--- src/include/cal_video_consts.svh ---
`ifndef CAL_VIDEO_CONSTS_SVH
`define CAL_VIDEO_CONSTS_SVH

// horizontal timing, in pixels
`define H_ACTIVE 256
`define H_FRONT 8
`define H_SYNC 16
`define H_BACK 20
`define H_TOTAL (`H_ACTIVE + `H_FRONT + `H_SYNC + `H_BACK)

// vertical timing, in lines
`define V_ACTIVE 144
`define V_FRONT 3
`define V_SYNC 4
`define V_BACK 9
`define V_TOTAL (`V_ACTIVE + `V_FRONT + `V_SYNC + `V_BACK)

// frame buffer size in pixels, shown at 4x
`define FB_WIDTH 64
`define FB_HEIGHT 32
`define SCALE_SHIFT 2

`define COLOR_WIDTH 8
// quotient width of the centroid divider
`define DIV_BITS 12

// counter and buffer coordinate widths
`define HCOUNT_WIDTH 9
`define VCOUNT_WIDTH 8
`define FB_X_WIDTH 6
`define FB_Y_WIDTH 5

`endif

--- src/hw/video_pkg.sv ---
`include "cal_video_consts.svh"

package video_pkg;

    // screen position counters, blanking included
    typedef logic [`HCOUNT_WIDTH-1:0] hcount_t;
    typedef logic [`VCOUNT_WIDTH-1:0] vcount_t;

    // timing bundle that travels next to each pixel down the pipeline
    typedef struct packed {
        hcount_t hcount;
        vcount_t vcount;
        logic    hsync;
        logic    vsync;
        logic    active;
        // high on the last active pixel only
        logic    frame_end;
    } video_timing_t;

endpackage

--- src/hw/video_timing.sv ---
`timescale 1ns/1ps
`include "cal_video_consts.svh"

module video_timing (
    input  logic                     clk_pixel,
    input  logic                     recent_reset,
    output video_pkg::video_timing_t timing
);
    import video_pkg::*;

    hcount_t hcount;
    vcount_t vcount;

    // pixel counter wraps at the line total, line counter at the frame total
    always_ff @(posedge clk_pixel) begin
        if (recent_reset) begin
            hcount <= '0;
            vcount <= '0;
        end else if (hcount == hcount_t'(`H_TOTAL - 1)) begin
            hcount <= '0;
            if (vcount == vcount_t'(`V_TOTAL - 1)) begin
                vcount <= '0;
            end else begin
                vcount <= vcount + 1'b1;
            end
        end else begin
            hcount <= hcount + 1'b1;
        end
    end

    // decoded straight from the counters
    always_comb begin
        timing.hcount    = hcount;
        timing.vcount    = vcount;
        // sync pulses are active high, after the front porch
        timing.hsync     = (hcount >= hcount_t'(`H_ACTIVE + `H_FRONT))
                        && (hcount < hcount_t'(`H_ACTIVE + `H_FRONT + `H_SYNC));
        timing.vsync     = (vcount >= vcount_t'(`V_ACTIVE + `V_FRONT))
                        && (vcount < vcount_t'(`V_ACTIVE + `V_FRONT + `V_SYNC));
        timing.active    = (hcount < hcount_t'(`H_ACTIVE)) && (vcount < vcount_t'(`V_ACTIVE));
        timing.frame_end = (hcount == hcount_t'(`H_ACTIVE - 1))
                        && (vcount == vcount_t'(`V_ACTIVE - 1));
    end

endmodule

--- config.mk ---
export PLATFORM = sky130hd
export DESIGN_NAME = video_timing
export DESIGN_NICKNAME = d
export VERILOG_FILES = /design/src/hw/video_pkg.sv /design/src/hw/video_timing.sv
export VERILOG_INCLUDE_DIRS = /design/src /design/src/include
export SDC_FILE = /design/constraint.sdc
export NUM_CORES = 1
export LEC_CHECK = 0
export BUFFER_PORTS_ARGS = -buffer_cell sky130_fd_sc_hd__buf_2
export CAP_MARGIN = 40
export CORE_MARGIN = 4
export CORE_UTILIZATION = 45
export DETAILED_ROUTE_END_ITERATION = 10
export PLACE_DENSITY = 0.67
export SKIP_CTS_REPAIR_TIMING = 1
export SLEW_MARGIN = 40
export SYNTH_ARGS = -nofsm -noshare
export SYNTH_HDL_FRONTEND = slang
export SYNTH_SLANG_ARGS = --single-unit
--- constraint.sdc ---
create_clock -name clk_pixel -period 2.36 [get_ports clk_pixel]
set_clock_uncertainty 0.15 [all_clocks]
set_input_delay 0.472 -clock clk_pixel [delete_from_list [all_inputs] [get_ports clk_pixel]]
set_output_delay 0.472 -clock clk_pixel [all_outputs]
set_load 0.02 [all_outputs]
==> results.toml <==
[final_layout]
multiInputGateArea_um2 = 549.3
layout_common_cells = "buf_2, nor2_1, dfxtp_1, nand3_1, xor2_1"
seq_area_um2 = 350.3
nFillCells = 174
area_growth_pct = 26.21
drive_above_1_share_pct = 34.92
fin_area_um2 = 1109
final_util_pct = 62.18
diodes = 0
fin_nets = 134
final_common_cell = "buf_2"
stdcell_count = 151

[sta]
tns_ps = 0
setup_ws_ps = 11.28
post-route-min-period_ps = 2349
maxClockFrequency_ghz = 0.4258
setup_viol = 0
slew_headroom_pct = 66.80
post-route-period-util_pct = 99.52
final_hold_viol_count = 0
whs_ps = 255.8
rsz0062_at_grt = "true"
slew_violations = 0
worst_pin_slew_ps = 497.0

[clocking]
cts_root_buffer = "clkbuf_4"
clk_latency_ps = 290
cts_made_buffers = 3
clk_path_buf_depth = 2
numClockSinks = 17
tritoncts = "yes"
clkTransAtPathRegs_ps = 100
cts_max_level = 1

[pwr]
irDropWorstVdd_v = 0.0003261
leakagePower_nw = 0.4978
finalPower_uw = 485.2
pwr_density_cell_nw_per_um2 = 437.7

[floorplanning]
core-area_um2 = 1783
die_x_um = 52.18
initial_core_util_pct = 49.26
dieArea_um2 = 2723
row_count = 15
fp.dieH_um = 52.18
pin_count = 23

[placement]
placement.setup.worst_slack_ps = 184.5
post_dp_cell_area_um2 = 1013
dp_cells = 146
numPortBuffers = 22
gp_congestion = 0.7561
hpwlAfterDp_um = 1360

[critical_path]
worstSetupPathType = "flip-flop to output pin"
endpoint_kind = "output pin"
required_ps = 1740
reg2regPathDepth = 5
worstSetupStartpointType = "flip-flop"
crit_fanout = 5
cp_data_arrival_time_ps = 1730

[route]
wirelength_um = 1874
drt_iter0_drc = 17
avgRoutedWirePerCell_um = 12.41
drt_first_pass_iters = 4
ant_nets = 0
vias = 761
routed_via_density = 5.040
remaining_drc_errors = 0

[synth]
syn_area_um2 = 878.3
yosys_warnings = 0
syn_avg_cell_area_um2 = 8.783
ys_seq_area_share_pct = 38.75
yosysUniqueCellTypes = 27
synth_cells = 100
syn_nets = 107
synth-seq-cells = 17

[grt]
grt_max_degree = 11
grt_pass1_wl_um = 2911
antenna_found_initial = 0
grt_pass1_vias = 649
overflow = 0
grt_use_total_pct = 14.48

[status]
outcome = "finished, final reports clean"

[job]
drv_cap = 0

[min_path]
holdPathStages = 2
hold_path_class = "input port to flip-flop"
[Yosys cell counts]
cell	number	area, um^2
inv_1	4	15.01
nand4_1	2	12.51
a21oi_1	2	10.01
and2_2	1	7.510
and2_1	1	6.260
or3_1	2	12.51
a21oi_2	1	8.760
nand4_4	1	21.27
buf_2	1	5.000
nor3b_1	1	7.510
nor4b_1	1	8.760
and4bb_1	2	25.02
nor2_1	19	71.32
and3_1	2	12.51
xnor2_1	5	43.79
o21ai_0	2	10.01
xor2_1	8	70.07
o21bai_1	1	7.510
nand2_1	8	30.03
nand2b_1	1	6.260
and3_2	1	7.510
a2111oi_0	1	8.760
ha_1	5	62.56
nor3_1	1	5.000
nand3_1	8	40.04
buf_6	2	22.52
dfxtp_1	17	340.3
[path summary, 6_finish.rpt]
check	start	end	slack (ps)
max	hcount[1]$_SDFF_PP0_	timing[0]	10
min	recent_reset	vcount[1]$_SDFFE_PP0N_	260
max reg2reg	hcount[3]$_SDFF_PP0_	vcount[3]$_SDFFE_PP0N_	450
min reg2reg	hcount[0]$_SDFF_PP0_	hcount[0]$_SDFF_PP0_	320
[state kept, by name (all words and copies together), names as in the netlist]
name    flops
hcount      9
vcount      8
[power breakdown]
group | switching (mW) | internal, mW
logic | 0.0180 | 0.0114
registers | 0.00783 | 0.291
clock network | 0.0936 | 0.0630
total | 0.119 | 0.366
[kinds of logic after synthesis]
logic type / count (synthesis) / share of synthesized area, %
AO/OA/AOI/OAI: 7 / 5.129
AND/OR/NAND/NOR: 51 / 31.20
adder cells (fa/ha/maj): 5 / 7.123
buffers and inverters: 7 / 4.842
flip-flops: 17 / 38.75
XOR/XNOR: 13 / 12.96
[cell type report]
type / count / share of cell area (%)
Sequential cell: 17 / 31.60
Clock inverter: 1 / 0.4515
Timing Repair Buffer: 25 / 12.19
Multi-Input combinational cell: 76 / 49.55
Clock buffer: 3 / 2.032
Inverter: 4 / 1.354
Tap cell: 25 / 2.822
[metal layers]
layer	GRT usage [%]	up-vias	wire length, um
met3	3.419	2	83
li1	-	392	-
met2	22.59	16	896
met4	7.660	0	10
met5	0	-	0
met1	18.36	351	885
[worst max-delay path, cell delays in order, from the launching register on]
cell     delay (ps)
dfxtp_4         390
ha_4            160
nand2_4          50
nor2_4          120
and3_4          200
ha_4            120
nand2_2          50
nor3b_2         180
buf_4           160
Note: power is estimated with default switching activity, not from simulation.
