File: src/include/cal_video_consts.svh
`ifndef CAL_VIDEO_CONSTS_SVH
`define CAL_VIDEO_CONSTS_SVH

// horizontal timing, in pixels
`define H_ACTIVE 256
`define H_FRONT 8
`define H_SYNC 16
`define H_BACK 20
`define H_TOTAL (`H_ACTIVE + `H_FRONT + `H_SYNC + `H_BACK)

// vertical timing, in lines
`define V_ACTIVE 144
`define V_FRONT 3
`define V_SYNC 4
`define V_BACK 9
`define V_TOTAL (`V_ACTIVE + `V_FRONT + `V_SYNC + `V_BACK)

// frame buffer size in pixels, shown at 4x
`define FB_WIDTH 64
`define FB_HEIGHT 32
`define SCALE_SHIFT 2

`define COLOR_WIDTH 8
// quotient width of the centroid divider
`define DIV_BITS 12

// counter and buffer coordinate widths
`define HCOUNT_WIDTH 9
`define VCOUNT_WIDTH 8
`define FB_X_WIDTH 6
`define FB_Y_WIDTH 5

`endif

File: src/hw/video_pkg.sv
`include "cal_video_consts.svh"

package video_pkg;

    // screen position counters, blanking included
    typedef logic [`HCOUNT_WIDTH-1:0] hcount_t;
    typedef logic [`VCOUNT_WIDTH-1:0] vcount_t;

    // timing bundle that travels next to each pixel down the pipeline
    typedef struct packed {
        hcount_t hcount;
        vcount_t vcount;
        logic    hsync;
        logic    vsync;
        logic    active;
        // high on the last active pixel only
        logic    frame_end;
    } video_timing_t;

endpackage

File: src/hw/pixel_pkg.sv
`include "cal_video_consts.svh"

package pixel_pkg;

    typedef logic [`COLOR_WIDTH-1:0] color_t;

    typedef struct packed {
        color_t red;
        color_t green;
        color_t blue;
    } rgb_t;

    // buffer coordinates and the flat address built as {y, x}
    typedef logic [`FB_X_WIDTH-1:0] fb_x_t;
    typedef logic [`FB_Y_WIDTH-1:0] fb_y_t;
    typedef logic [`FB_X_WIDTH+`FB_Y_WIDTH-1:0] fb_addr_t;

    // one camera write, already in buffer coordinates
    typedef struct packed {
        fb_x_t x;
        fb_y_t y;
        rgb_t  rgb;
    } cam_pixel_t;

    // bit0 from red, bit1 from blue
    typedef struct packed {
        logic bit1;
        logic bit0;
    } mask_t;

    typedef enum logic {CAMERA_VIEW, MASK_VIEW} view_t;

    typedef enum logic [1:0] {IDLE, DIVIDE_X, DIVIDE_Y} div_state_t;

endpackage

File: src/hw/mask_detect.sv
`timescale 1ns/1ps

module mask_detect (
    input  logic                     clk_pixel,
    input  logic                     recent_reset,
    input  pixel_pkg::rgb_t          pixel,
    input  pixel_pkg::color_t        lower_threshold,
    input  video_pkg::video_timing_t timing_in,
    input  logic                     in_buffer_in,
    output pixel_pkg::mask_t         mask,
    output pixel_pkg::rgb_t          pixel_out,
    output video_pkg::video_timing_t timing_out,
    output logic                     in_buffer_out
);

    // timing and buffer flag follow the mask by one stage
    always_ff @(posedge clk_pixel) begin
        if (recent_reset) begin
            timing_out    <= '0;
            in_buffer_out <= 1'b0;
        end else begin
            timing_out    <= timing_in;
            in_buffer_out <= in_buffer_in;
        end
    end

    // upper bound is full scale, so only the lower bound is compared
    // outside the buffer rd_data is stale, keep the mask clear there
    always_ff @(posedge clk_pixel) begin
        mask.bit0 <= in_buffer_in && (pixel.red >= lower_threshold);
        mask.bit1 <= in_buffer_in && (pixel.blue >= lower_threshold);
        // camera view copy, same stage as the mask
        pixel_out <= pixel;
    end

endmodule

File: config.mk
export PLATFORM = sky130hd
export DESIGN_NAME = mask_detect
export DESIGN_NICKNAME = d
export VERILOG_FILES = /design/src/hw/video_pkg.sv /design/src/hw/pixel_pkg.sv /design/src/hw/mask_detect.sv
export VERILOG_INCLUDE_DIRS = /design/src /design/src/include
export SDC_FILE = /design/constraint.sdc
export NUM_CORES = 1
export LEC_CHECK = 0
export BUFFER_PORTS_ARGS = -buffer_cell sky130_fd_sc_hd__buf_2
export CAP_MARGIN = 5
export CORE_MARGIN = 4
export CORE_UTILIZATION = 41
export CTS_BUF_LIST = sky130_fd_sc_hd__clkbuf_4
export CTS_CLUSTER_SIZE = 28
export DETAILED_ROUTE_END_ITERATION = 7
export GPL_TIMING_DRIVEN = 0
export PLACE_DENSITY_LB_ADDON = 0.08
export SETUP_SLACK_MARGIN = 0.02
export SYNTH_ARGS = -nofsm -noshare
export SYNTH_HDL_FRONTEND = slang
export SYNTH_SLANG_ARGS = --single-unit
File: constraint.sdc
create_clock -name clk_pixel -period 1.5 [get_ports clk_pixel]
set_clock_uncertainty 0.2 [all_clocks]
set_input_delay 0.075 -clock clk_pixel [delete_from_list [all_inputs] [get_ports clk_pixel]]
set_output_delay 0.075 -clock clk_pixel [all_outputs]
set_load 0.02 [all_outputs]
==> flow_summary_export.csv <==
group,metric,value,unit
synth,synth-edff-count,0,
route,wire_per_inst,12.7,um
synth,syn-num-nets,191,
hold_path,holdPathStages,6,
synth,synth_cells,119,
die,die_w,67.8,um
setup_path,critical_path.top_delay_family,"buffers and inverters",
finish,fillers,246,
power_and_ir_drop,p_leak,1.32,nW
synth,netlist_top_cells_count,"dfxtp_1 (48), nor2b_1 (22), ha_1 (16)",
setup_path,cp-end-kind,"flop",
die,core_area,3390,um^2
synth,synth_seq_area_share,0.656,
sta,finalSetupViolCount,0,
route,finalWirelength,4080,um
setup_path,critPathSlowestCell,"dlygate4sd3_1",
power_and_ir_drop,p_comb_frac,0.195,
route,via_count,1386,
setup_path,path_cells,"dlygate4sd3_1, buf_2, ha_1, a21oi_1, o21ai_0, o21a_1",
sta,worstMarginPinSlew,0.407,ns
finish,regArea,961,um^2
power_and_ir_drop,p_sw,594,uW
route,remaining_drc_errors,0,
clock_network,htreeDepth,2,
clock_network,cts_tree,"yes",
setup_path,critPathKind,"in -> reg",
sta,fmax,694,MHz
synth,yosysMostFrequentCell,"dfxtp_1",
finish,final_core_utilization,0.761,
synth,synth_seq_cells,48,
setup_path,crit_required,1.55,ns
sta,period_minus_slack,1.44,ns
sta,slew_violations,0,
setup_path,worstSetupStartpointType,"input port",
clock_network,cts_root_buffer,"clkbuf_4",
grt,grt_use_total,0.189,
setup_path,worst-path-buf-inv,2,
route,ant_nets,0,
route,drt-initial-drc-count,21,
die,io_pins,104,
status,status,"finished clean",
synth,yosysWarnings,0,
power_and_ir_drop,powerDensity,917,nW/um^2
setup_path,crit_arrival,1.50,ns
clock_network,cts_buffer_depth,2,
clock_network,clkSlewWorstSetupHoldPaths,0.12,ns
finish,final_nets,348,
die,die-area,4590,um^2
sta,post-route-period-util,0.961,
synth,synthArstFlopShare,0,
grt,grt_pass1_vias,1478,
power_and_ir_drop,seqPwrFrac,0.576,
sta,whs,0.102,ns
route,vias_per_cell,4.30,
sta,max_slew_margin,0.728,
synth,synth_top_area_cell,"dfxtp_1",
power_and_ir_drop,p_clk_frac,0.229,
synth,synth-main-ff-cell,"dfxtp_1",
sta,setup_tns,0,ns
hold_path,hp-start,"lower_threshold[7]",
grt,grt_pass1_wl,6340,um
power_and_ir_drop,p_int,1.77,mW
setup_path,max_stage_delay,0.53,ns
place,place.gp.congestion,0.689,
power_and_ir_drop,p_sw_frac,0.251,
sta,rsz0062_at_grt,"no",
finish,layout-drive-gt1-share,0.413,
run,drv_cap,0,
clock_network,cts_inserted_buffers,5,
place,portBuffers,103,
synth,yosysTopAreaCellShare,0.656,
finish,n_antenna_cell,0,
synth,postSynthAreaPerCell,12.3,um^2
setup_path,path_max_fanout,2,
die,dieHeight,67.8,um
grt,antenna_found_initial,0,
die,start_util,0.432,
power_and_ir_drop,peakVddDrop,601,uV
clock_network,post_cts_buffers,0,
hold_path,min-delay-path-class,"in -> reg",
synth,synth_area,1470,um^2
finish,area_growth,76.0,%
grt,grt_max_degree,14,
synth,post_synth_main_area_contributors,"dfxtp_1 (66%), ha_1 (14%), nor2b_1 (9.4%), inv_1 (2.8%), a2111oi_1 (1.4%)",
place,hpwl,2690,um
route,dr.pass1.iters,3,
synth,ys_types,13,
die,num_rows,21,
sta,hold_viol,0,
hold_path,whs_endpoint,"mask[0]$_DFF_P_",
finish,multi_input_area,475,um^2
setup_path,path_depth,6,
grt,grt_overflow,0,
clock_network,clkSinkCount,48,
[placed cells by master, fill, tap and decap left out, types with 4 or more instances in the layout]
master	netlist	final
a21oi_1	4	4
buf_2	0	103
clkbuf_4	0	6
dfxtp_1	48	48
dlygate4sd3_1	0	47
ha_1	16	16
inv_1	11	11
nand2_1	4	4
nor2b_1	22	22
[cell families (layout without fill, tap and decap cells)]
kind of cell             after synthesis  in the layout  synth area share
AND/OR/NAND/NOR                       28             28             0.109
AO/OA/AOI/OAI                         14             14            0.0649
buffers and inverters                 13            170            0.0333
flip-flops                            48             48             0.656
adder cells (fa/ha/maj)               16             16             0.137
[how the worst max path moves through the flow]
stage                             from              end  slack (ns)
finish                        pixel[7]  mask[1]$_DFF_P_        0.06
global route                  pixel[5]  mask[1]$_DFF_P_        0.02
detailed placement  lower_threshold[2]  mask[0]$_DFF_P_        0.07
floorplan           lower_threshold[2]  mask[0]$_DFF_P_        0.25
CTS                           pixel[5]  mask[1]$_DFF_P_        0.04
global placement    lower_threshold[2]  mask[0]$_DFF_P_         0.1
[metrics by stage]
stage	instances	area, um^2	total power [mW]	setup slack [ns]
floorplan	119	1470	1.57	0.250
global placement	268	2040	1.73	0.0998
detailed placement	268	2040	1.74	0.0684
CTS	322	2560	2.38	0.0362
global route	322	2580	2.50	0.0241
finish	322	2580	2.36	0.0585
[power groups by stage]
stage / clock [mW] / sequential [mW] / combinational (mW)
after floorplan: 0 / 1.48 / 0.0909
final: 0.541 / 1.36 / 0.461
after global routing: 0.629 / 1.37 / 0.505
after detailed placement: 0 / 1.39 / 0.352
after CTS: 0.570 / 1.36 / 0.447
after global placement: 0 / 1.39 / 0.345
[sequential cells by signal, indices dropped and copies added (netlist names)]
register / flops
in_buffer_out: 1
mask: 2
pixel_out: 24
timing_out: 21
[layer usage]
layer,share of wire,GRT usage
met1,0.37,0.185
met2,0.53,0.360
met3,0.087,0.0732
met4,0.0098,0.0620
met5,0,0
[final cells by class]
cell class              instances  area share
clock buffers                   6      0.0175
multi-input cells              58       0.184
repair buffers                150       0.382
plain buffers                   2     0.00291
clock inverters                 1     0.00194
well taps                      46      0.0223
inverters                      11      0.0160
flip-flops and latches         48       0.373
[timing repair]
action,in CTS,in global routing
hold buffers,47,0
hold endpoints to repair,48,0
setup endpoints to repair,0,2
gates resized for setup,0,4
Power figures use the tool's default switching activity.
