--- config.mk ---
export PLATFORM = sky130hd
export DESIGN_NAME = scan_reader
export DESIGN_NICKNAME = d
export VERILOG_FILES = /design/src/hw/video_pkg.sv /design/src/hw/pixel_pkg.sv /design/src/hw/scan_reader.sv
export VERILOG_INCLUDE_DIRS = /design/src /design/src/include
export SDC_FILE = /design/constraint.sdc
export NUM_CORES = 1
export LEC_CHECK = 0
export BUFFER_PORTS_ARGS = -buffer_cell sky130_fd_sc_hd__clkbuf_2
export CORE_UTILIZATION = 30
export CTS_CLUSTER_DIAMETER = 50
export DETAILED_ROUTE_END_ITERATION = 8
export HOLD_SLACK_MARGIN = 0.06
export PLACE_DENSITY = 0.59
export SLEW_MARGIN = 20
export SYNTH_ARGS = -nofsm -noshare
export SYNTH_HDL_FRONTEND = slang
export SYNTH_SLANG_ARGS = --single-unit
--- constraint.sdc ---
create_clock -name clk_pixel -period 1.3 [get_ports clk_pixel]
set_clock_uncertainty 0.15 [all_clocks]
set_input_delay 0.325 -clock clk_pixel [delete_from_list [all_inputs] [get_ports clk_pixel]]
set_output_delay 0.325 -clock clk_pixel [all_outputs]
set_load 0.005 [all_outputs]
--- src/include/cal_video_consts.svh ---
`ifndef CAL_VIDEO_CONSTS_SVH
`define CAL_VIDEO_CONSTS_SVH

// horizontal timing, in pixels
`define H_ACTIVE 256
`define H_FRONT 8
`define H_SYNC 16
`define H_BACK 20
`define H_TOTAL (`H_ACTIVE + `H_FRONT + `H_SYNC + `H_BACK)

// vertical timing, in lines
`define V_ACTIVE 144
`define V_FRONT 3
`define V_SYNC 4
`define V_BACK 9
`define V_TOTAL (`V_ACTIVE + `V_FRONT + `V_SYNC + `V_BACK)

// frame buffer size in pixels, shown at 4x
`define FB_WIDTH 64
`define FB_HEIGHT 32
`define SCALE_SHIFT 2

`define COLOR_WIDTH 8
// quotient width of the centroid divider
`define DIV_BITS 12

// counter and buffer coordinate widths
`define HCOUNT_WIDTH 9
`define VCOUNT_WIDTH 8
`define FB_X_WIDTH 6
`define FB_Y_WIDTH 5

`endif

--- src/hw/video_pkg.sv ---
`include "cal_video_consts.svh"

package video_pkg;

    // screen position counters, blanking included
    typedef logic [`HCOUNT_WIDTH-1:0] hcount_t;
    typedef logic [`VCOUNT_WIDTH-1:0] vcount_t;

    // timing bundle that travels next to each pixel down the pipeline
    typedef struct packed {
        hcount_t hcount;
        vcount_t vcount;
        logic    hsync;
        logic    vsync;
        logic    active;
        // high on the last active pixel only
        logic    frame_end;
    } video_timing_t;

endpackage

--- src/hw/pixel_pkg.sv ---
`include "cal_video_consts.svh"

package pixel_pkg;

    typedef logic [`COLOR_WIDTH-1:0] color_t;

    typedef struct packed {
        color_t red;
        color_t green;
        color_t blue;
    } rgb_t;

    // buffer coordinates and the flat address built as {y, x}
    typedef logic [`FB_X_WIDTH-1:0] fb_x_t;
    typedef logic [`FB_Y_WIDTH-1:0] fb_y_t;
    typedef logic [`FB_X_WIDTH+`FB_Y_WIDTH-1:0] fb_addr_t;

    // one camera write, already in buffer coordinates
    typedef struct packed {
        fb_x_t x;
        fb_y_t y;
        rgb_t  rgb;
    } cam_pixel_t;

    // bit0 from red, bit1 from blue
    typedef struct packed {
        logic bit1;
        logic bit0;
    } mask_t;

    typedef enum logic {CAMERA_VIEW, MASK_VIEW} view_t;

    typedef enum logic [1:0] {IDLE, DIVIDE_X, DIVIDE_Y} div_state_t;

endpackage

--- src/hw/scan_reader.sv ---
`timescale 1ns/1ps
`include "cal_video_consts.svh"

module scan_reader (
    input  logic                     clk_pixel,
    input  logic                     recent_reset,
    input  video_pkg::video_timing_t timing,
    output logic                     rd_en,
    output pixel_pkg::fb_addr_t      rd_addr,
    output logic                     in_buffer,
    output video_pkg::video_timing_t timing_out
);
    import pixel_pkg::*;
    import video_pkg::*;

    fb_x_t         buf_x;
    fb_y_t         buf_y;
    logic          in_area;
    video_timing_t timing_q;

    always_comb begin
        // mirrored column: screen left maps to the right edge of the buffer
        buf_x = fb_x_t'(`FB_WIDTH - 1) - fb_x_t'(timing.hcount >> `SCALE_SHIFT);
        buf_y = fb_y_t'(timing.vcount >> `SCALE_SHIFT);
        // scaled buffer covers 256x128, the rest of the active area is black
        in_area = timing.active
               && (timing.hcount < hcount_t'(`FB_WIDTH << `SCALE_SHIFT))
               && (timing.vcount < vcount_t'(`FB_HEIGHT << `SCALE_SHIFT));
    end

    // stage 1 presents the read, stage 2 lines up with rd_data
    always_ff @(posedge clk_pixel) begin
        if (recent_reset) begin
            rd_en      <= 1'b0;
            timing_q   <= '0;
            in_buffer  <= 1'b0;
            timing_out <= '0;
        end else begin
            rd_en      <= in_area;
            timing_q   <= timing;
            // rd_en doubles as the stage-1 copy of in_area
            in_buffer  <= rd_en;
            timing_out <= timing_q;
        end
    end

    // y times 64 plus x is just the concatenation
    always_ff @(posedge clk_pixel) begin
        rd_addr <= {buf_y, buf_x};
    end

endmodule

==> Flow_metrics.wiki <==
{| class="wikitable"
! Metric !! Value
|-
| Clock latency on the worst-skew pair || around 300 ps
|-
| Initial standard-cell utilization of the core || between 30% and 40%
|-
| Number of rows in the core area || 24
|-
| GRT Overall Usage || about a tenth
|-
| Floorplan die height || around 71 um
|-
| Top Family by Delay on Critical Path || flip-flops
|-
| Setup crit start kind || flip-flop
|-
| CP endpoint kind || output pin
|-
| Largest cells by area after synthesis || sky130_fd_sc_hd__dfxtp_1 (77%), sky130_fd_sc_hd__nor2b_1 (19%), sky130_fd_sc_hd__inv_1 (1.6%)
|-
| Cell type contributing the most total cell area after synthesis || sky130_fd_sc_hd__dfxtp_1
|-
| Placed cells || approximately 220
|-
| Yosys Warn Count || 0
|-
| First-pass GRT wire length || roughly 3.9 mm
|-
| Routability-driven placement congestion ratio || 0.7451
|-
| Final slew viol count || 0
|-
| CP Buf/Inv Count || 1
|-
| Number of hold buffers added after CTS || 13
|-
| Cell Area, Placed || 1780 um^2
|-
| Detailed Route WL || about 2.4 mm
|-
| TNS Setup || 0 ps
|-
| Via Count || 920
|-
| Placeable Area || between 4000 and 5000 um^2
|-
| CP peak stage delay || ~340 ps
|-
| I/O Buffers || 56
|-
| Number of CTS-inserted buffers || 5
|-
| Final critical-path required period || ~1200 ps
|-
| Post-DR vias/cell || between 3 and 4
|-
| Share of the synthesized area in the top cell type || approximately 77%
|-
| Leak || roughly 0.96 nW
|-
| Violated checks || DRC
|-
| Relative slew slack || roughly 90%
|-
| Die footprint || a little over 5000 um^2
|-
| Slew at the pin closest to its max-slew limit || between 150 and 200 ps
|-
| DP Wirelength || ~1.7 mm
|-
| Buffer type at the clock tree root || sky130_fd_sc_hd__clkbuf_8
|-
| Post-route DRC violation count || 5
|-
| Die X || 71.14 um
|-
| Resized Gates After CTS || 0
|-
| Total clock sinks || 55
|-
| Clk slew on worst S/H paths || approximately 90 ps
|-
| Maximum clock insertion buffer count || 2
|-
| Series of cell instances along the critical path || clkbuf_2
|-
| Syn Inst Count || roughly 110
|-
| Hold Violations, Final || 0
|-
| Flip-flop and latch count after synthesis || 55
|-
| Number of distinct standard cells referenced by the synthesized netlist || 6
|-
| Max-capacitance violation count || 0
|-
| Final clock period utilization by the worst path || 93.89%
|-
| Maximum number of pins on one net before global-route repair || 27
|-
| Number of buffers inserted to repair setup after CTS || 0
|-
| Layout cells sized above 1 || 36.41%
|-
| Crit path arrival time || 750 ps
|-
| Number of nets in the synthesized netlist || between 100 and 150
|-
| Detailed-route wire length per cell || a little over 10 um
|-
| Final Cell Area || 2028 um^2
|-
| # nets final || just over 200
|-
| Result of the run || finished, violations left
|-
| Critical Path RT || approximately 820 ps
|-
| Master of the slowest instance on the critical path || sky130_fd_sc_hd__dfxtp_1
|-
| Average size of a mapped cell || roughly 13 um^2
|-
| Filler instances || roughly 410
|-
| Netlist area before placement || 1434 um^2
|-
| Total gr overflow || 0
|-
| Number of antenna violations at the first check in global routing || 0
|-
| Vias in the first global route || approximately 920
|-
| Critical-path maximum fanout || 1
|-
| Non-filler instance count after layout || between 200 and 250
|-
| Setup repair after global routing missed its margin || no
|-
| Share of synthesized area occupied by flip-flops and latches || 76.79%
|-
| # H-tree levels || 2
|-
| Peak supply drop || between 0.7 and 0.8 mV
|-
| Fmax || 819.3 MHz
|-
| ANT nets after route || 0
|-
| TritonCTS clock tree || built
|-
| Final-report setup violation count || 0
|-
| Type of the worst min-delay path || input port to flip-flop
|-
| Power density over the cells || about 1500 nW/um^2
|-
| Initial DRC count || 34
|-
| First-pass iteration count of the detailed router || 6
|-
| Layout overhead on the synthesized area || 41.45%
|-
| Kind of critical path || flip-flop to output pin
|-
| Number of placed I/O pins || 57
|-
| Final antenna diode count || 0
|}
==> synthesized netlist by cell type <==
cell type and count:
sky130_fd_sc_hd__dfxtp_1 55, sky130_fd_sc_hd__nor4b_2 1, sky130_fd_sc_hd__buf_6 1, sky130_fd_sc_hd__buf_2 3
sky130_fd_sc_hd__inv_1 6, sky130_fd_sc_hd__nor2b_1 43
==> flip-flops by register name, indices dropped and copies added, names as in the netlist <==
| register | cells |
|---|---|
| in_buffer | 1 |
| rd_en | 1 |
| rd_addr | 11 |
| timing_out | 21 |
| timing_q | 21 |
==> report_power, final <==
group          switching [W]  internal (W)
combinational      0.0000757      0.000118
sequential         0.0000182       0.00176
clock               0.000499      0.000623
==> cells in the final DEF, fill, tap and decap left out <==
master and instances:
sky130_fd_sc_hd__buf_12 1, sky130_fd_sc_hd__buf_4 1, sky130_fd_sc_hd__inv_1 6, sky130_fd_sc_hd__dlygate4sd3_1 13
sky130_fd_sc_hd__clkbuf_2 56, sky130_fd_sc_hd__clkinv_2 1, sky130_fd_sc_hd__nor4b_2 1, sky130_fd_sc_hd__nor2b_1 43
sky130_fd_sc_hd__bufinv_16 1, sky130_fd_sc_hd__dfxtp_1 55, sky130_fd_sc_hd__clkbuf_8 6
==> metrics by stage <==
step / setup WS [ps] / hold slack (ps) / utilization [%] / total power, W
finish: 79.38 / 82.26 / 45.33 / 0.003097
global route: 30.01 / 81.88 / 45.33 / 0.003243
CTS: 65.03 / 74.14 / 45.33 / 0.003143
detailed placement: 243.5 / 273.9 / 39.79 / 0.001987
global placement: 267.8 / 268.5 / 39.79 / 0.001980
floorplan: 449.4 / 202.7 / - / 0.001886
==> layout make-up <==
type / count / area (um^2) / area share [%]
Multi-Input combinational cell: 44 / 284.0 / 14.00
Tap cell: 52 / 65.06 / 3.208
Inverter: 6 / 22.52 / 1.110
Sequential cell: 55 / 1101 / 54.29
Timing Repair Buffer: 71 / 437.9 / 21.59
Clock buffer: 6 / 82.58 / 4.072
Clock inverter: 2 / 35.03 / 1.727
==> cell families (layout without fill, tap and decap cells) <==
logic type,count (synthesis),count (layout),synth area share [%]
and+or+nand+nor,44,44,19.81
buffers and inverters,10,85,3.403
DFF,55,55,76.79
==> path summary, 6_finish.rpt <==
check	startpoint	to	slack, ps	cells after the start
worst max-delay path	rd_addr[1]	rd_addr[1]	80	1
worst min-delay path	timing[4]	timing_q[4]	80	2
worst max register to register	rd_en	in_buffer	600	1
worst min register to register	timing_q[12]	timing_out[12]	290	1
==> layer usage <==
metal  GRT usage (%)  share of wire (%)  up-vias
met5               0                  0        -
met4           5.333                1.6        0
met3           4.416                6.4        4
met2           19.34                 51       39
met1           9.928                 41      410
li1                -                  -      467
Note: power is estimated with default switching activity, not from simulation.
