**src/include/cal_video_consts.svh**
```systemverilog
`ifndef CAL_VIDEO_CONSTS_SVH
`define CAL_VIDEO_CONSTS_SVH

// horizontal timing, in pixels
`define H_ACTIVE 256
`define H_FRONT 8
`define H_SYNC 16
`define H_BACK 20
`define H_TOTAL (`H_ACTIVE + `H_FRONT + `H_SYNC + `H_BACK)

// vertical timing, in lines
`define V_ACTIVE 144
`define V_FRONT 3
`define V_SYNC 4
`define V_BACK 9
`define V_TOTAL (`V_ACTIVE + `V_FRONT + `V_SYNC + `V_BACK)

// frame buffer size in pixels, shown at 4x
`define FB_WIDTH 64
`define FB_HEIGHT 32
`define SCALE_SHIFT 2

`define COLOR_WIDTH 8
// quotient width of the centroid divider
`define DIV_BITS 12

// counter and buffer coordinate widths
`define HCOUNT_WIDTH 9
`define VCOUNT_WIDTH 8
`define FB_X_WIDTH 6
`define FB_Y_WIDTH 5

`endif

```
**src/hw/video_pkg.sv**
```systemverilog
`include "cal_video_consts.svh"

package video_pkg;

    // screen position counters, blanking included
    typedef logic [`HCOUNT_WIDTH-1:0] hcount_t;
    typedef logic [`VCOUNT_WIDTH-1:0] vcount_t;

    // timing bundle that travels next to each pixel down the pipeline
    typedef struct packed {
        hcount_t hcount;
        vcount_t vcount;
        logic    hsync;
        logic    vsync;
        logic    active;
        // high on the last active pixel only
        logic    frame_end;
    } video_timing_t;

endpackage

```
**src/hw/pixel_pkg.sv**
```systemverilog
`include "cal_video_consts.svh"

package pixel_pkg;

    typedef logic [`COLOR_WIDTH-1:0] color_t;

    typedef struct packed {
        color_t red;
        color_t green;
        color_t blue;
    } rgb_t;

    // buffer coordinates and the flat address built as {y, x}
    typedef logic [`FB_X_WIDTH-1:0] fb_x_t;
    typedef logic [`FB_Y_WIDTH-1:0] fb_y_t;
    typedef logic [`FB_X_WIDTH+`FB_Y_WIDTH-1:0] fb_addr_t;

    // one camera write, already in buffer coordinates
    typedef struct packed {
        fb_x_t x;
        fb_y_t y;
        rgb_t  rgb;
    } cam_pixel_t;

    // bit0 from red, bit1 from blue
    typedef struct packed {
        logic bit1;
        logic bit0;
    } mask_t;

    typedef enum logic {CAMERA_VIEW, MASK_VIEW} view_t;

    typedef enum logic [1:0] {IDLE, DIVIDE_X, DIVIDE_Y} div_state_t;

endpackage

```
**src/hw/overlay_mux.sv**
```systemverilog
`timescale 1ns/1ps

module overlay_mux (
    input  logic                     clk_pixel,
    input  logic                     recent_reset,
    input  pixel_pkg::rgb_t          pixel,
    input  pixel_pkg::mask_t         mask,
    input  logic                     in_buffer,
    input  video_pkg::video_timing_t timing,
    input  pixel_pkg::view_t         view,
    input  logic                     crosshair_en,
    input  video_pkg::hcount_t       centroid_x,
    input  video_pkg::vcount_t       centroid_y,
    input  logic                     centroid_valid,
    output pixel_pkg::rgb_t          out_rgb,
    output video_pkg::video_timing_t out_timing
);
    import pixel_pkg::*;

    rgb_t mask_rgb;
    rgb_t next_rgb;
    logic on_cross;

    always_comb begin
        // mask view: full red for bit0, full blue for bit1
        mask_rgb.red   = mask.bit0 ? '1 : '0;
        mask_rgb.green = '0;
        mask_rgb.blue  = mask.bit1 ? '1 : '0;
        on_cross = crosshair_en && centroid_valid
                && ((timing.hcount == centroid_x) || (timing.vcount == centroid_y));
        // crosshair also runs through the rows below the buffer
        if (!timing.active) begin
            next_rgb = '0;
        end else if (on_cross) begin
            next_rgb = '1;
        end else if (!in_buffer) begin
            next_rgb = '0;
        end else if (view == MASK_VIEW) begin
            next_rgb = mask_rgb;
        end else begin
            next_rgb = pixel;
        end
    end

    always_ff @(posedge clk_pixel) begin
        if (recent_reset) begin
            out_timing <= '0;
        end else begin
            out_timing <= timing;
        end
    end

    always_ff @(posedge clk_pixel) begin
        out_rgb <= next_rgb;
    end

endmodule

```
**config.mk**
```make
export PLATFORM = sky130hd
export DESIGN_NAME = overlay_mux
export DESIGN_NICKNAME = d
export VERILOG_FILES = /design/src/hw/video_pkg.sv /design/src/hw/pixel_pkg.sv /design/src/hw/overlay_mux.sv
export VERILOG_INCLUDE_DIRS = /design/src /design/src/include
export SDC_FILE = /design/constraint.sdc
export NUM_CORES = 1
export LEC_CHECK = 0
export ABC_AREA = 1
export BUFFER_PORTS_ARGS = -buffer_cell sky130_fd_sc_hd__buf_2
export CORE_ASPECT_RATIO = 1.5
export CORE_MARGIN = 3
export CORE_UTILIZATION = 41
export CTS_CLUSTER_DIAMETER = 40
export CTS_CLUSTER_SIZE = 30
export DETAILED_ROUTE_END_ITERATION = 6
export PLACE_DENSITY = 0.89
export SYNTH_ARGS = -nofsm -noshare
export SYNTH_HDL_FRONTEND = slang
export SYNTH_SLANG_ARGS = --single-unit
```
**constraint.sdc**
```tcl
create_clock -name clk_pixel -period 1.2 [get_ports clk_pixel]
set_clock_uncertainty 0.1 [all_clocks]
set_input_delay 0 -clock clk_pixel [delete_from_list [all_inputs] [get_ports clk_pixel]]
set_output_delay 0 -clock clk_pixel [all_outputs]
set_load 0.02 [all_outputs]
```
==> impl_results.md, run 1 <==
- Chip height: between 80 and 90 um
- Final Non-Filler Cells: between 400 and 500
- Post-synth top area cell: dfxtp_1
- Highest clock rate: roughly 920 MHz
- Cts bufs inserted: 5
- Tightest Hold Check Type: primary input to flop
- Final setup fails: 0
- Least-Margin Pin Slew: between 300 and 400 ps
- First-pass GRT wire length: 7900 um
- Ant diodes: 0
- Worst Path Max Fanout: 15
- Share of the synthesized area in the top cell type: 0.526
- Kind of critical path: primary input to flop
- Vias: around 1900
- Max_cap viols: 0
- Placed Instance Area: ~0.0024 mm^2
- Clk sinks: between 40 and 50
- Cells after Synth: roughly 200
- Req. time, crit path: about 1300 ps
- Vias in the first global route: between 1500 and 2000
- Cts hold-fix bufs: between 40 and 50
- Iteration-0 DRC Markers: a little under 60
- Critical Path Sink Type: flop
- CTS tree: yes
- CP Launch Type: primary input
- Post-layout minimum cycle time: ~1100 ps
- Post-synthesis cell type count: 19
- Gr usage total: 0.206
- Final Max Tran Viols: 0
- CTS root buf: clkbuf_8
- Pwr dens: 1130 mW/mm^2
- Synth top area cells: dfxtp_1 53%, a21oi_2 9.2%, nand2_1 6.4%
- Fin crit share: 0.909
- P_leak: between 1.5 and 2 nW
- Routed WL per cell: between 10 and 15 um
- Final TNS setup: 0 ps
- Max_slew headroom: 0.752
- Post-route design area: roughly 0.0029 mm^2
- Largest net degree at the start of global routing: 25
- Nets: between 400 and 500
- Synth Register Bits: 45
- Final ANT Viol Nets: 0
- Antenna violations before repair: 0
- WP data arrival: between 1000 and 1500 ps
- Yosys warns: 0
- Dpl hpwl: 3290 um
- Post-Route Utilization: 0.734
- Die outline width: between 50 and 60 um
- Initial Util: 0.429
- Rows: 28
- I/O Pins: around 120
- First-pass DRT Iterations: 4
- Area Overhead vs Synth: 71.1%
- Outcome: complete, no violations
- DRC violations left: 0
- Synth Net Count: roughly 270
- Share of layout cells above drive strength 1: 0.418
- DP Cell Count: around 350
- Die area: 0.00501 mm^2
- Global placement routability congestion: slightly above 0.7
- Syn avg cell area: approximately 8.7 um^2
- Final Hold Fails: 0
- Synth Cell Area: roughly 0.0017 mm^2
- Clk slew on worst S/H paths: 80 ps
- Unrepaired setup endpoints after global routing: no
- Worst vdd ir: about 1.3 mV
- Hold_ws: 98.9 ps
- Sequential share of the synthesized area: 0.526
- Area of the core: 0.00399 mm^2
- Clk buf depth: 2
- GRT Residual Overflow: 0
- Setup Fix Bufs, Post-CTS: 0
- CTS resizes: 0
- CTS H-tree depth: 2
- PortBufs: roughly 110
- Post-Route WL: about 5000 um
- Vias/cell: 4.58
==> per-layer routing <==
metal,track usage,up-vias,share of wire
li1,-,925,-
met3,0.0731,8,0.092
met1,0.194,832,0.33
met5,0,-,0
met4,0.0639,0,0.016
met2,0.394,86,0.56
==> critical path, stage by stage <==
cell	delay, ps
dlygate4sd3_1	530
buf_2	120
inv_2	250
buf_12	210
a21oi_1	60
==> per-stage QoR <==
stage / setup slack, ps / power, mW
6_report: 109 / 3.31
5_1_grt: 75.7 / 3.47
4_1_cts: 99.5 / 3.33
3_5_place_dp: -26.1 / 2.14
3_3_place_gp: 15.6 / 2.13
2_1_floorplan: 144 / 1.90
==> Yosys cell counts <==
library cell  number
dfxtp_1           45
nand2_1           29
nor2_1            28
inv_1             26
a21oi_1           20
a21oi_2           18
xnor2_1           12
buf_2              3
clkbuf_1           3
a21oi_4            2
buf_8              2
and3_1             1
buf_1              1
inv_2              1
nand2_2            1
nand2_4            1
nand3_1            1
nand4_1            1
or2_2              1
==> final cells by class <==
class / count / area (um^2)
tap: 45 / 56.3
multi-input combinational: 115 / 651
inverter: 27 / 101
sequential: 45 / 901
clock buffer: 5 / 68.8
fill: 300 / 1060
timing repair buffer: 165 / 1120
clock inverter: 2 / 35.0
==> state kept, by name, indices dropped and copies added, names as in the netlist <==
signal      flops
out_rgb        24
out_timing     21
==> cell families after synthesis <==
family	count (synthesis)	synth area share
buf+inv	36	0.0942
compound gates	40	0.169
simple gates	63	0.149
flops	45	0.526
xor+xnor	12	0.0614
==> placed cells by master, fill, tap and decap left out <==
master         netlist  final
nand2_1             29     29
a21oi_2             18     18
dlygate4sd3_1        0     46
a21oi_1             20     20
buf_12               0      4
clkbuf_8             0      5
xnor2_1             12     12
or2_2                1      1
and3_1               1      1
inv_2                1      1
nand3_1              1      1
nand4_1              1      1
a21oi_4              2      2
dfxtp_1             45     45
buf_2                3    114
nor2_1              28     28
bufinv_16            0      1
nand2_2              1      1
nand2_4              1      1
clkinv_2             0      1
inv_1               26     26
buf_4                0      1
==> path summary, 6_finish.rpt <==
path	to	cells past startpoint	start
worst max-delay path	out_rgb[7]	5	timing[1]
worst min-delay path	out_rgb[15]	5	view
==> power by group <==
| part | switching (mW) | internal, mW |
|---|---|---|
| sequential | 0.0179 | 1.56 |
| clock | 0.479 | 0.605 |
| combinational | 0.320 | 0.327 |
Power figures use the tool's default switching activity.
==> run 2, diff against run 1 <==
--- a/config.mk
+++ b/config.mk
@@ -10,11 +10,11 @@
 export BUFFER_PORTS_ARGS = -buffer_cell sky130_fd_sc_hd__buf_2
 export CORE_ASPECT_RATIO = 1.5
 export CORE_MARGIN = 3
-export CORE_UTILIZATION = 41
+export CORE_UTILIZATION = 44
 export CTS_CLUSTER_DIAMETER = 40
 export CTS_CLUSTER_SIZE = 30
 export DETAILED_ROUTE_END_ITERATION = 6
-export PLACE_DENSITY = 0.89
+export PLACE_DENSITY = 0.94
 export SYNTH_ARGS = -nofsm -noshare
 export SYNTH_HDL_FRONTEND = slang
 export SYNTH_SLANG_ARGS = --single-unit
==> constraint.sdc (replaced) <==
create_clock -name clk_pixel -period 1.3 [get_ports clk_pixel]
set_clock_uncertainty 0.1 [all_clocks]
set_input_delay 0 -clock clk_pixel [delete_from_list [all_inputs] [get_ports clk_pixel]]
set_output_delay 0 -clock clk_pixel [all_outputs]
set_load 0.02 [all_outputs]
==> run 2 against run 1 <==
Effect of this change:
- critical path depth did not move
- worst hold slack got worse by 99 ps
- final area rose by 1.5%
- combinational power fell by 3.4%
- worst setup slack got worse by 75 ps
- clock-buffer cell count rose by 1
- power fell by 12%
- die area fell by 6.2%
- clock power fell by 25%
- routed wire length rose by 14%
- critical path type unchanged
- largest power group unchanged
- highest routed layer unchanged
==> impl_results.md, run 2 (same netlist as run 1, synthesis figures left out) <==
- Final ANT Viol Nets: 0 (unchanged)
- Vias: 1943 (+5.0%)
- Clk slew on worst S/H paths: 80 ps (about the same)
- Final Max Tran Viols: 0 (unchanged)
- Fill cells: 242 (-19%)
- Final Hold Fails: 0 (unchanged)
- P_leak: 1.56 nW (+2.1%)
- Share of layout cells above drive strength 1: 0.404 (-0.0140)
- Antenna violations before repair: 0 (unchanged)
- Initial Util: 0.461 (+0.0321)
- PortBufs: 114 (unchanged)
- DRC violations left: 0 (unchanged)
- Least-Margin Pin Slew: 656 ps (+284 ps)
- Setup Fix Bufs, Post-CTS: 0 (unchanged)
- First-pass GRT wire length: 8710 um (+10%)
- I/O Pins: 115 (unchanged)
- Cts bufs inserted: 5 (unchanged)
- CTS tree: yes
- Most common cell after layout, fill and taps aside: buf_2
- CP Launch Type: primary input
- Biggest register: out_rgb
- Vias/cell: 4.72 (+2.9%)
- CP Cell Sequence: buf_2, dlygate4sd3_1, inv_1, nor2_1, dlygate4sd3_1
- Max reg flops: 24 (unchanged)
- Rows: 27 (-3.6%)
- Most frequent cells in the layout: 114 x buf_2, 56 x dlygate4sd3_1, 45 x dfxtp_1
- Die area: 0.00469 mm^2 (-6.2%)
- Clk buf depth: 2 (unchanged)
- Iteration-0 DRC Markers: 52 (-10%)
- First-pass DRT Iterations: 4 (unchanged)
- Area of the core: 0.00372 mm^2 (-7.0%)
- Kind of critical path: primary input to flop
- Top Registers: out_rgb (24), out_timing (21)
- Final TNS setup: 0 ps (unchanged)
- Largest net degree at the start of global routing: 25 (unchanged)
- Chip height: 82.4 um (-3.2%)
- Global placement routability congestion: 0.759 (+6.9%)
- Area Overhead vs Synth: 73.7%
- Worst vdd ir: 1.02 mV (-23%)
- Critical path buffers and inverters: 4 (unchanged)
- Gr usage total: 0.242 (+0.0359)
- Hold_ws: 0.321 ps (-98.6 ps)
- GRT Residual Overflow: 0 (unchanged)
- Nets: 438 (+2.1%)
- Die outline width: 56.9 um (-3.1%)
- Pwr dens: 974 mW/mm^2 (-14%)
- Post-route design area: 0.00298 mm^2 (+1.5%)
- Tightest Hold Check Type: primary input to flop
- Outcome: complete, no violations
- Worst Path Max Fanout: 2 (-13)
- WP data arrival: 1350 ps (+180 ps)
- CTS H-tree depth: 2 (unchanged)
- Crit-path max cell delay: 570 ps (+40 ps)
- Critical Path Sink Type: flop
- DP Cell Count: 348 (-0.85%)
- Max_slew headroom: 0.561 (-0.191)
- Slowest-stage cell, CP: dlygate4sd3_1
- Highest clock rate: approximately 790 MHz
- CP top delay family: buffers and inverters
- Ant diodes: 0 (unchanged)
- Final setup fails: 0 (unchanged)
- Post-Route WL: 5700 um (+14%)
- FF+latch area: 901 um^2 (unchanged)
- Req. time, crit path: 1380 ps (+100 ps)
- Fin crit share: 0.974
- CTS root buf: clkbuf_8
- Unrepaired setup endpoints after global routing: no
- Final Non-Filler Cells: 412 (+2.0%)
- Max_cap viols: 0 (unchanged)
- Vias in the first global route: 2127 (+12%)
- Routed WL per cell: 13.8 um (+12%)
- Placed Instance Area: 0.00233 mm^2 (-1.5%)
- Cell mode on critical path: dlygate4sd3_1
- Clk sinks: 45 (unchanged)
- Area taken by multi-input logic gates: 651 um^2 (unchanged)
- Post-layout minimum cycle time: 1270 ps
- Dpl hpwl: 3400 um (+3.1%)
-- run 2: where the power goes --
group / switching, mW / internal (mW)
combinational: 0.310 / 0.316
clock: 0.441 / 0.373
sequential: 0.0160 / 1.44
total: 0.767 / 2.13
-- run 2: final timing paths --
check	slack, ps	start	to	cells past startpoint
max	30	timing[11]	out_timing[11]	5
min	0.3	recent_reset	out_timing[18]	2
-- run 2: timing repair --
| action | CTS | global route |
|---|---|---|
| hold endpoints to repair | 45 | 0 |
| endpoints found under the setup margin | 0 | 1 |
| resized for setup | 0 | 0 |
| hold buffers | 57 | 0 |
-- run 2: through the flow --
step                setup slack (ps)  utilization  power (mW)
floorplan                        244            -        1.76
global placement                80.5        0.628        1.95
detailed placement              53.8        0.628        1.97
CTS                             87.3        0.803        2.90
global route                    10.5        0.801        3.04
finish                          34.3        0.801        2.90
-- run 2: routing by layer --
layer	up-vias	track usage	wire (um)
li1	941	-	-
met5	-	0	0
met3	16	0.0684	414
met1	890	0.198	1890
met4	0	0.118	179
met2	96	0.506	3220
-- run 2: cell type report --
cell class	instances	area share
clock buffer	6	0.0244
clock inverter	2	0.00336
inverter	27	0.0341
multi-input combinational	115	0.219
sequential	45	0.303
tap	43	0.0181
timing repair buffer	174	0.399
